$ cat config.mk
export PLATFORM = sky130hd
export DESIGN_NAME = stream_loopback_top
export DESIGN_NICKNAME = d
export VERILOG_FILES = /design/src/rtl/stream_pkg.sv /design/src/rtl/stream_loopback_top.sv /design/src/rtl/stream_slave.sv /design/src/rtl/stream_master.sv /design/src/rtl/sync_fifo.sv
export SDC_FILE = /design/constraint.sdc
export NUM_CORES = 2
export LEC_CHECK = 0
export ABC_AREA = 1
export BUFFER_PORTS_ARGS = -buffer_cell sky130_fd_sc_hd__buf_4
export CORE_UTILIZATION = 30
export CTS_CLUSTER_DIAMETER = 30
export CTS_CLUSTER_SIZE = 16
export DETAILED_ROUTE_END_ITERATION = 8
export PLACE_DENSITY_LB_ADDON = 0.2
export SETUP_SLACK_MARGIN = 0.15
export SLEW_MARGIN = 20
export SYNTH_ARGS = -nofsm -noshare
export SYNTH_HDL_FRONTEND = slang
export SYNTH_SLANG_ARGS = --single-unit
$ cat constraint.sdc
create_clock -name m00_axis_aclk -period 2.9 [get_ports m00_axis_aclk]
set_clock_uncertainty 0.15 [all_clocks]
set_input_delay 0.58 -clock m00_axis_aclk [delete_from_list [all_inputs] [get_ports m00_axis_aclk]]
set_output_delay 0.58 -clock m00_axis_aclk [all_outputs]
set_load 0.02 [all_outputs]
$ cat src/rtl/stream_pkg.sv
`default_nettype none

package stream_pkg;

	//////////////////////////////////////////////////////////////////////
	// Stream word and packet shape
	//////////////////////////////////////////////////////////////////////

	localparam int data_width = 32;
	localparam int packet_len = 16;

	//////////////////////////////////////////////////////////////////////
	// Buffer sizing
	//////////////////////////////////////////////////////////////////////

	localparam int fifo_depth = 32;                                  // Two whole packets.

	localparam int ptr_width = $clog2(fifo_depth);
	localparam int count_width = $clog2(fifo_depth + 1);             // Must reach fifo_depth itself.

	// Number of whole packets a buffer can hold, plus the zero state.
	localparam int pkt_count_width = $clog2(fifo_depth / packet_len + 1);

	localparam int word_index_width = $clog2(packet_len);

endpackage

`default_nettype wire
$ cat src/rtl/stream_loopback_top.sv
`timescale 1ns/1ps
`default_nettype none

module stream_loopback_top (
	input  logic                               m00_axis_aclk,
	input  logic                               arst_n,
	input  logic                               wen,
	input  logic [stream_pkg::data_width-1:0] wdata,
	input  logic                               ren,
	output logic [stream_pkg::data_width-1:0] rdata,
	output logic                               r_ready,
	output logic                               error_full,
	output logic                               error_empty
);

	logic [stream_pkg::count_width-1:0] tx_count;
	logic [stream_pkg::data_width-1:0]  tx_head;
	logic                                tx_pop;
	logic                                tx_full;

	logic                               m00_axis_tvalid;
	logic [stream_pkg::data_width-1:0] m00_axis_tdata;
	logic                               m00_axis_tlast;
	logic                               m00_axis_tready;

	logic                               rx_push;
	logic [stream_pkg::data_width-1:0] rx_data;
	logic                               rx_full;
	logic                               rx_empty;

	//////////////////////////////////////////////////////////////////////
	// Transmit side
	//////////////////////////////////////////////////////////////////////

	sync_fifo tx_fifo (
		.m00_axis_aclk (m00_axis_aclk),
		.arst_n        (arst_n),
		.wr_en         (wen),
		.wr_data       (wdata),
		.rd_en         (tx_pop),
		.rd_data       (),
		.head          (tx_head),
		.count         (tx_count),
		.full          (tx_full),
		.empty         ()
	);

	stream_master stream_master_inst (
		.m00_axis_aclk   (m00_axis_aclk),
		.arst_n          (arst_n),
		.tx_count        (tx_count),
		.tx_head         (tx_head),
		.tx_pop          (tx_pop),
		.m00_axis_tvalid (m00_axis_tvalid),
		.m00_axis_tdata  (m00_axis_tdata),
		.m00_axis_tlast  (m00_axis_tlast),
		.m00_axis_tready (m00_axis_tready)
	);

	//////////////////////////////////////////////////////////////////////
	// Receive side
	//////////////////////////////////////////////////////////////////////

	stream_slave stream_slave_inst (
		.m00_axis_aclk   (m00_axis_aclk),
		.arst_n          (arst_n),
		.s00_axis_tvalid (m00_axis_tvalid),
		.s00_axis_tdata  (m00_axis_tdata),
		.s00_axis_tlast  (m00_axis_tlast),
		.s00_axis_tready (m00_axis_tready),
		.rx_full         (rx_full),
		.rx_push         (rx_push),
		.rx_data         (rx_data),
		.ren             (ren),
		.rx_empty        (rx_empty),
		.r_ready         (r_ready)
	);

	sync_fifo rx_fifo (
		.m00_axis_aclk (m00_axis_aclk),
		.arst_n        (arst_n),
		.wr_en         (rx_push),
		.wr_data       (rx_data),
		.rd_en         (ren),
		.rd_data       (rdata),
		.head          (),
		.count         (),
		.full          (rx_full),
		.empty         (rx_empty)
	);

	// Each error shows for one cycle, the cycle after the bad strobe.
	always_ff @(posedge m00_axis_aclk or negedge arst_n) begin
		if (!arst_n) begin
			error_full  <= 1'b0;
			error_empty <= 1'b0;
		end else begin
			error_full  <= wen && tx_full;                            // The word was dropped.
			error_empty <= ren && rx_empty;
		end
	end

endmodule

`default_nettype wire

$ cat src/rtl/stream_slave.sv
`timescale 1ns/1ps
`default_nettype none

module stream_slave (
	input  logic                               m00_axis_aclk,
	input  logic                               arst_n,
	input  logic                               s00_axis_tvalid,
	input  logic [stream_pkg::data_width-1:0] s00_axis_tdata,
	input  logic                               s00_axis_tlast,
	output logic                               s00_axis_tready,
	input  logic                               rx_full,
	output logic                               rx_push,
	output logic [stream_pkg::data_width-1:0] rx_data,
	input  logic                               ren,
	input  logic                               rx_empty,
	output logic                               r_ready
);

	logic [stream_pkg::pkt_count_width-1:0]  pkt_count;
	logic [stream_pkg::word_index_width-1:0] in_idx;              // Position of the next link word.
	logic [stream_pkg::word_index_width-1:0] rd_idx;              // Position of the next consumer read.

	logic rd_fire;
	logic pkt_in;
	logic pkt_out;

	assign s00_axis_tready = !rx_full;
	assign rx_push = s00_axis_tvalid && s00_axis_tready;
	assign rx_data = s00_axis_tdata;

	assign rd_fire = ren && !rx_empty;                              // Same rule the buffer applies.
	assign pkt_in  = rx_push && s00_axis_tlast;
	assign pkt_out = rd_fire &&
		(rd_idx == stream_pkg::word_index_width'(stream_pkg::packet_len - 1));

	assign r_ready = (pkt_count != '0);

	//////////////////////////////////////////////////////////////////////
	// Word positions on both sides of the receive buffer
	//////////////////////////////////////////////////////////////////////

	always_ff @(posedge m00_axis_aclk or negedge arst_n) begin
		if (!arst_n) begin
			in_idx <= '0;
			rd_idx <= '0;
		end else begin
			if (rx_push)
				in_idx <= in_idx + 1'b1;                              // Packet length is a power of two.
			if (rd_fire)
				rd_idx <= rd_idx + 1'b1;
		end
	end

	//////////////////////////////////////////////////////////////////////
	// Whole packets held
	//////////////////////////////////////////////////////////////////////

	always_ff @(posedge m00_axis_aclk or negedge arst_n) begin
		if (!arst_n)
			pkt_count <= '0;
		else
			case ({pkt_in, pkt_out})
				2'b10:   pkt_count <= pkt_count + 1'b1;
				2'b01:   pkt_count <= pkt_count - 1'b1;
				default: pkt_count <= pkt_count;
			endcase
	end

	a_tlast_spacing: assert property (
		@(posedge m00_axis_aclk) disable iff (!arst_n)
		rx_push |->
			(s00_axis_tlast ==
			(in_idx == stream_pkg::word_index_width'(stream_pkg::packet_len - 1)))
	) else $error("stream_slave saw tlast off the packet boundary");

endmodule

`default_nettype wire

$ cat src/rtl/stream_master.sv
`timescale 1ns/1ps
`default_nettype none

module stream_master (
	input  logic                                m00_axis_aclk,
	input  logic                                arst_n,
	input  logic [stream_pkg::count_width-1:0] tx_count,
	input  logic [stream_pkg::data_width-1:0]  tx_head,
	output logic                                tx_pop,
	output logic                                m00_axis_tvalid,
	output logic [stream_pkg::data_width-1:0]  m00_axis_tdata,
	output logic                                m00_axis_tlast,
	input  logic                                m00_axis_tready
);

	logic                                     sending;               // Low is idle, high is send.
	logic [stream_pkg::word_index_width-1:0] word_idx;

	logic packet_ready;
	logic last_word;
	logic xfer;

	assign packet_ready = (tx_count >= stream_pkg::count_width'(stream_pkg::packet_len));
	assign last_word = (word_idx == stream_pkg::word_index_width'(stream_pkg::packet_len - 1));

	assign xfer = m00_axis_tvalid && m00_axis_tready;

	//////////////////////////////////////////////////////////////////////
	// Link outputs
	//////////////////////////////////////////////////////////////////////

	assign m00_axis_tvalid = sending;
	assign m00_axis_tdata  = tx_head;                                // Head only moves on a pop.
	assign m00_axis_tlast  = sending && last_word;
	assign tx_pop          = xfer;

	//////////////////////////////////////////////////////////////////////
	// Idle/send FSM
	//////////////////////////////////////////////////////////////////////

	always_ff @(posedge m00_axis_aclk or negedge arst_n) begin
		if (!arst_n) begin
			sending  <= 1'b0;
			word_idx <= '0;
		end else if (!sending) begin
			if (packet_ready)
				sending <= 1'b1;                                      // A whole packet is buffered.
			word_idx <= '0;
		end else if (xfer) begin
			if (last_word) begin
				sending  <= 1'b0;                                     // Forces a gap cycle after tlast.
				word_idx <= '0;
			end else begin
				word_idx <= word_idx + 1'b1;
			end
		end
	end

	// A stalled word must not change until the slave takes it.
	a_hold_stalled: assert property (
		@(posedge m00_axis_aclk) disable iff (!arst_n)
		m00_axis_tvalid && !m00_axis_tready |=>
			m00_axis_tvalid && $stable(m00_axis_tdata) && $stable(m00_axis_tlast)
	) else $error("stream_master changed a stalled word");

endmodule

`default_nettype wire

$ cat src/rtl/sync_fifo.sv
`timescale 1ns/1ps
`default_nettype none

module sync_fifo (
	input  logic                                m00_axis_aclk,
	input  logic                                arst_n,
	input  logic                                wr_en,
	input  logic [stream_pkg::data_width-1:0]  wr_data,
	input  logic                                rd_en,
	output logic [stream_pkg::data_width-1:0]  rd_data,
	output logic [stream_pkg::data_width-1:0]  head,
	output logic [stream_pkg::count_width-1:0] count,
	output logic                                full,
	output logic                                empty
);

	logic [stream_pkg::data_width-1:0] mem [stream_pkg::fifo_depth];

	logic [stream_pkg::ptr_width-1:0] wr_ptr;
	logic [stream_pkg::ptr_width-1:0] rd_ptr;

	logic do_wr;
	logic do_rd;

	assign do_wr = wr_en && !full;                                   // Writes into a full buffer are lost.
	assign do_rd = rd_en && !empty;

	assign full  = (count == stream_pkg::count_width'(stream_pkg::fifo_depth));
	assign empty = (count == '0);

	assign head = mem[rd_ptr];                                       // Show-ahead word for the master.

	//////////////////////////////////////////////////////////////////////
	// Pointers and occupancy
	//////////////////////////////////////////////////////////////////////

	always_ff @(posedge m00_axis_aclk or negedge arst_n) begin
		if (!arst_n) begin
			wr_ptr <= '0;
			rd_ptr <= '0;
			count  <= '0;
		end else begin
			if (do_wr)
				wr_ptr <= wr_ptr + 1'b1;                              // Depth is a power of two, so it wraps.
			if (do_rd)
				rd_ptr <= rd_ptr + 1'b1;
			case ({do_wr, do_rd})
				2'b10:   count <= count + 1'b1;
				2'b01:   count <= count - 1'b1;
				default: count <= count;
			endcase
		end
	end

	//////////////////////////////////////////////////////////////////////
	// Storage and registered read port
	//////////////////////////////////////////////////////////////////////

	always_ff @(posedge m00_axis_aclk) begin
		if (do_wr)
			mem[wr_ptr] <= wr_data;
		if (do_rd)
			rd_data <= mem[rd_ptr];                                  // Holds until the next good read.
	end

	a_count_bound: assert property (
		@(posedge m00_axis_aclk) disable iff (!arst_n)
		count <= stream_pkg::count_width'(stream_pkg::fifo_depth)
	) else $error("sync_fifo count beyond depth");

	// A full or empty buffer has its two pointers on the same slot.
	a_flag_pointers: assert property (
		@(posedge m00_axis_aclk) disable iff (!arst_n)
		(full || empty) |-> (wr_ptr == rd_ptr)
	) else $error("sync_fifo flags disagree with the pointers");

endmodule

`default_nettype wire

# Yosys cells after proc, flatten, opt, wreduce, memory -nomap -nowiden
# Memory sizes are Yosys's and may differ from the RTL's. A register that Yosys moved wholly into a read port is not among the register bits.
# Index checks and enable logic that the tools add are counted.
# classes
reduce_logical	20
order_cmp	1
muxes	14
n_addsub	12
eq_ne	11
# ops
op	n
$pmux W6 S2	2
$add A5 B1 Y5 const B	4
$add A6 B1 Y6 const B	2
$eq A6 B6 Y1 const B	2
$logic_not A6 Y1	2
$mux W4	3
$sub A6 B1 Y6 const B	2
$logic_and A1 B1 Y1	10
$add A4 B1 Y4 const B	2
$eq A4 B4 Y1 const B	2
$mux W1	8
$reduce_bool A2 Y1	4
$eq A2 B1 Y1 const B	3
$eq A2 B2 Y1 const B	3
$ge A6 B5 Y1 const B	1
$logic_not A1 Y1	4
$pmux W2 S2	1
$add A2 B1 Y2 const B	1
$ne A2 B1 Y1 const B	1
$sub A2 B1 Y2 const B	1
# totals
wordCells	72
regBits	45
out_inout_bits	35
mem_count	2
in_bits	36
mem_bits_rw	2048
# memory_table
name	words	word_bits	read_ports	rd_clocked_by_memory_dff	write_ports	line_no	rtl
rx_fifo.mem	32	32	1	1	1	sync_fifo.sv:17	logic [stream_pkg::data_width-1:0] mem [stream_pkg::fifo_depth];
tx_fifo.mem	32	32	1	0	1	sync_fifo.sv:17	

# Depth between registers and ports, before layout
# logic_depth
depth_word	6
mapped_depth	20
mapped_depth_nobuf	18

# Modules after synthesis
# Synthesis repeated with hierarchy kept, for this count alone.
# unflattened
hier_cells	8399
hier_area_um2	91227.5
# by_module_without_submodules
mod	cells_each	instances	area_each_um2	seq_area_each_um2
sync_fifo at rx_fifo	4128	1	45055.7	32110.8
sync_fifo at tx_fifo	4122	1	45003.2	32110.8
stream_slave	78	1	590.6	150.1
stream_master	65	1	513.0	125.1
stream_loopback_top	6	1	65.1	50.0

# Worst setup path before layout
# Ideal clock, no wire load.
# synth_timing
path_type	register to register
startpoint	register rx_fifo.count[2] in the netlist's numbering
endpoint	memory rx_fifo.mem[10][0] in the netlist's numbering (enable)
setup_slack_ps	-237
path_stages_with_launch	8
period_less_slack_ps	3137
t_required_ps	2329
setup_ps	421
n_path_buf	1
arrival_time_ps	2566
path_cell_list	dfrtp_1 > inv_1 > nand4_1 > nor2_1 > nor2_1 > buf_2 > nand2_1 > nor2_1
# synth_via
elab_chain_cells	6
# synth_lines
item	line_no	rtl
start: declaration	sync_fifo.sv:12	output logic [stream_pkg::count_width-1:0] count,
start signal: assignment	sync_fifo.sv:48	2'b10: count <= count + 1'b1;
start signal: assignment	sync_fifo.sv:49	2'b01: count <= count - 1'b1;
start signal: assignment	sync_fifo.sv:50	default: count <= count;
$eq A6 B6 Y1 (*)	sync_fifo.sv:28	assign full = (count == stream_pkg::count_width'(stream_pkg::fifo_depth));
$logic_not A1 Y1 (*)	stream_slave.sv:27, sync_fifo.sv:25	
$logic_and A1 B1 Y1	stream_slave.sv:28	assign rx_push = s00_axis_tvalid && s00_axis_tready;
$logic_and A1 B1 Y1 (*)	sync_fifo.sv:25	assign do_wr = wr_en && !full;
$mux W1 (*)	sync_fifo.sv:60	if (do_wr)
$mux W1 (implied by the code) (*)	sync_fifo.sv:61	mem[wr_ptr] <= wr_data;
end: declaration	sync_fifo.sv:17	
# Every way passes the cells marked *; elsewhere a longest branch is shown, timed or not.

# Worst setup path after layout
# layout_timing
startpoint	register tx_fifo.rd_ptr[1] in the netlist's numbering
endpoint	memory rx_fifo.mem[16][27] in the netlist's numbering, data pin
# layout_via
elab_chain_cells	1
# layout_lines
item	line_no	rtl
start: declaration	sync_fifo.sv:20	logic [stream_pkg::ptr_width-1:0] rd_ptr;
start signal: assignment	sync_fifo.sv:46	rd_ptr <= rd_ptr + 1'b1;
$mem_v2 Z32 W32	-	
net m00_axis_tdata, one bit	stream_loopback_top.sv:22	logic [stream_pkg::data_width-1:0] m00_axis_tdata;
# The timed path passes the listed nets, and every way through them passes these cells.

==> flow_summary.toml <==
[floorplanning]
io_pins = 71
die_area_um2 = 286900
die_w_um = 535.6
core_area_um2 = 282800
start_util = 0.3021
rows = 195
die_h_um = 535.6

[worst_setup_path]
crit_cells = 10
path_buf_inv = 4
critPathMostFrequentCell = "nand2_1"
crit_chain = "inv_8 > buf_12 > nand3_1 > nand3_1 > nand2_1 > a21oi_1 > nand2_1 > nand2_1 > inv_1 > buf_12"
critPathTopFamily = "buffers and inverters"
cp_data_arrival_time_ps = 3140
rr_worst_depth = 10
crit_path_end_kind = "flop"
max_stage_delay_ps = 590
cp_slowest_cell = "dfrtp_4"
critPathKind = "reg2reg"
crit_fanout = 51
critPathRequiredTime_ps = 3370
critPathLaunchType = "flop"

[sta]
tightest_slew_ps = 923.6
fmax_mhz = 374.1
relSlewSlack = 0.3843
drv_slew = 0
period_share = 0.9217
setup_viol_count_final = 0
rsz0062_at_grt = "yes"
hold_viol_final = 0
period_needed_ps = 2673

[placed_design]
io_buffers = 70
dp_cells = 10870
dp_hpwl_um = 144400
place.gp.congestion = 0.7520
placed_cell_area_um2 = 94070

[cts]
clock_path_buffers = 4
cts_tree = "built"
h-tree-depth = 5
clk_latency_ps = 940
root_buffer = "clkbuf_16"
clk_pin_slew_worst_paths_ps = 40
numCtsBuffers = 465
cts.sinks = 2125

[synthesis]
synth_area_leaders = "edfxtp_1, nand2_1, nor2_1"
synth_area_um2 = 85410
syn-instance-count = 7137
synthDistinctLibCells = 27
ys.flop_type = "edfxtp_1"
synth_warnings = 0
async_flop_share = 0.02118
syn_avg_cell_area_um2 = 11.97
synth_fp_nets = 7195
synth_top_area_share = 0.7313
synth_seq_area_share = 0.7444
ys_seq_elements = 2125
yosysTopAreaCell = "edfxtp_1"
synth_edf_count = 2080

[route]
drc = 0
firstDrtPassIters = 7
drt_iter0_drc = 5173
routed_wl_um = 274400
ant_nets = 0
via_per_inst = 4.866
wl_per_cell_um = 23.30
via_count = 57300

[grt]
antenna_found_initial = 14
grt_remaining_overflow = 0
grt_pass1_wl_um = 395300
grt_usage = 0.1880
grt_pass1_vias = 57020
grt_max_degree = 99

[power_and_ir_drop]
ir_drop_v = 0.0007542
p_total_mw = 140.6
p_per_area_nw_per_um2 = 1277
leakage_nw = 39.35

[layout]
syn_to_final_growth_pct = 28.95
drive_gt1_frac = 0.1524
final_util = 0.3895
nNetsFinal = 7698
final_area_um2 = 110100
fin_cells = 11780

[worst_hold_path]
holdCritPathClass = "in2async"

[job]
max_cap_violations = 0

[outcome]
outcome = "finished, final reports clean"
## cells by family after synthesis
| logic type | Yosys count | synth area share |
|---|---|---|
| adders and majority gates | 22 | 0.003311 |
| xor gates and xnor gates | 23 | 0.002358 |
| DFF | 2125 | 0.7444 |
| buffers and inverters | 545 | 0.02971 |
| and+or+nand+nor | 3491 | 0.1655 |
| AOI/OAI and AO/OA | 931 | 0.05467 |
## power breakdown
group | switching, mW | total (mW) | internal, mW | leakage (nW)
clock network | 16.9 | 51.3 | 34.5 | 7.48
logic | 31.5 | 45.0 | 13.5 | 12.5
registers | 1.21 | 44.3 | 43.1 | 19.3
total | 49.6 | 141 | 91.0 | 39.3
## through the flow
| stage | hold slack [ps] | setup TNS, ps | setup WS, ps |
|---|---|---|---|
| global placement | 303.7 | 0 | 56.37 |
| detailed placement | 322.4 | 0 | 59.11 |
| global route | 203.2 | 0 | 98.24 |
| finish | 172.4 | 0 | 227.1 |
| floorplan | 134.4 | -188550 | -236.9 |
| CTS | 175.8 | 0 | 141.3 |
## cell usage after synthesis (all sizes together) (3+ instances only)
cell	instances
edfxtp	2080
nand2	1433
nor2	1241
nand3	807
o21ai	794
buf	251
clkbuf	178
a21oi	131
inv	113
dfrtp	45
ha	21
xor2	13
xnor2	10
nand4	4
o22ai	4
clkinv	3
nor3	3
or2	3
## sequential cells by signal, summed over array words and instances, names as in the netlist, 4 cells and up
register and flops:
tx_fifo.wr_ptr 5, stream_master_inst.word_idx 4, rx_fifo.count 6, rx_fifo.rd_ptr 5, rx_fifo.wr_ptr 5, tx_fifo.count 6, tx_fifo.mem 1024, stream_slave_inst.rd_idx 4
rx_fifo.mem 1024, rx_fifo.rd_data 32, tx_fifo.rd_ptr 5
## per-layer routing
| layer | GRT usage | up-vias | part of all wire |
|---|---|---|---|
| met2 | 0.3019 | 1788 | 0.47 |
| met4 | 0.05689 | 6 | 0.025 |
| met3 | 0.03200 | 449 | 0.059 |
| met1 | 0.2592 | 28770 | 0.45 |
| met5 | 0 | - | 0.00013 |
| li1 | - | 26290 | - |
## cell type report
| type | instances | area [um2] |
|---|---|---|
| diodes | 3 | 7.507 |
| clock buffers | 556 | 12050 |
| clock inverters | 302 | 3487 |
| fillers | 26710 | 172600 |
| inverters | 116 | 500.5 |
| multi-input cells | 4467 | 19820 |
| flip-flops and latches | 2125 | 63610 |
| well taps | 3743 | 4683 |
| repair buffers | 464 | 5969 |
| repair inverters | 1 | 11.26 |
## placed cells by master (no fill, tap or decap), types with 66 or more instances in the layout
cell       count
edfxtp_1    2080
inv_1        100
clkbuf_1      84
nor2_4        66
o21ai_0      652
buf_4        233
clkinv_1      81
nand3_1      807
clkinv_2      89
clkbuf_16    466
nor2_1      1173
o21ai_1      142
buf_12       186
a21oi_1      131
nand2_1     1430
## worst reg2reg max path, delay by kind of cell, from the launching register on
kind | cells | cell delay [ps]
AOI/OAI and AO/OA | 1 | 190
buffers and inverters | 4 | 790
DFF | 1 | 590
and+or+nand+nor | 5 | 660
## final timing paths
path | start | to | slack [ps]
worst max-delay path | tx_fifo.rd_ptr[1] | rx_fifo.mem[16][27] | 230
worst min-delay path | arst_n | tx_fifo.rd_ptr[3] | 170
worst max register to register | tx_fifo.rd_ptr[1] | rx_fifo.mem[16][27] | 230
worst min register to register | stream_slave_inst.pkt_count[1] | stream_slave_inst.pkt_count[1] | 330
max in group asynchronous | arst_n | rx_fifo.rd_ptr[0] | 1700
min in group m00_axis_aclk | stream_slave_inst.pkt_count[1] | stream_slave_inst.pkt_count[1] | 330
## timing repair
item                        CTS  global route
buffers inserted              0             6
gates cloned                  0             2
pin swaps                     0             3
hold endpoints to repair   1076             0
hold buffers                 35             0
resized for setup             3            20
setup endpoints to repair     9           233
No activity file was read; power rests on OpenSTA's default activity.
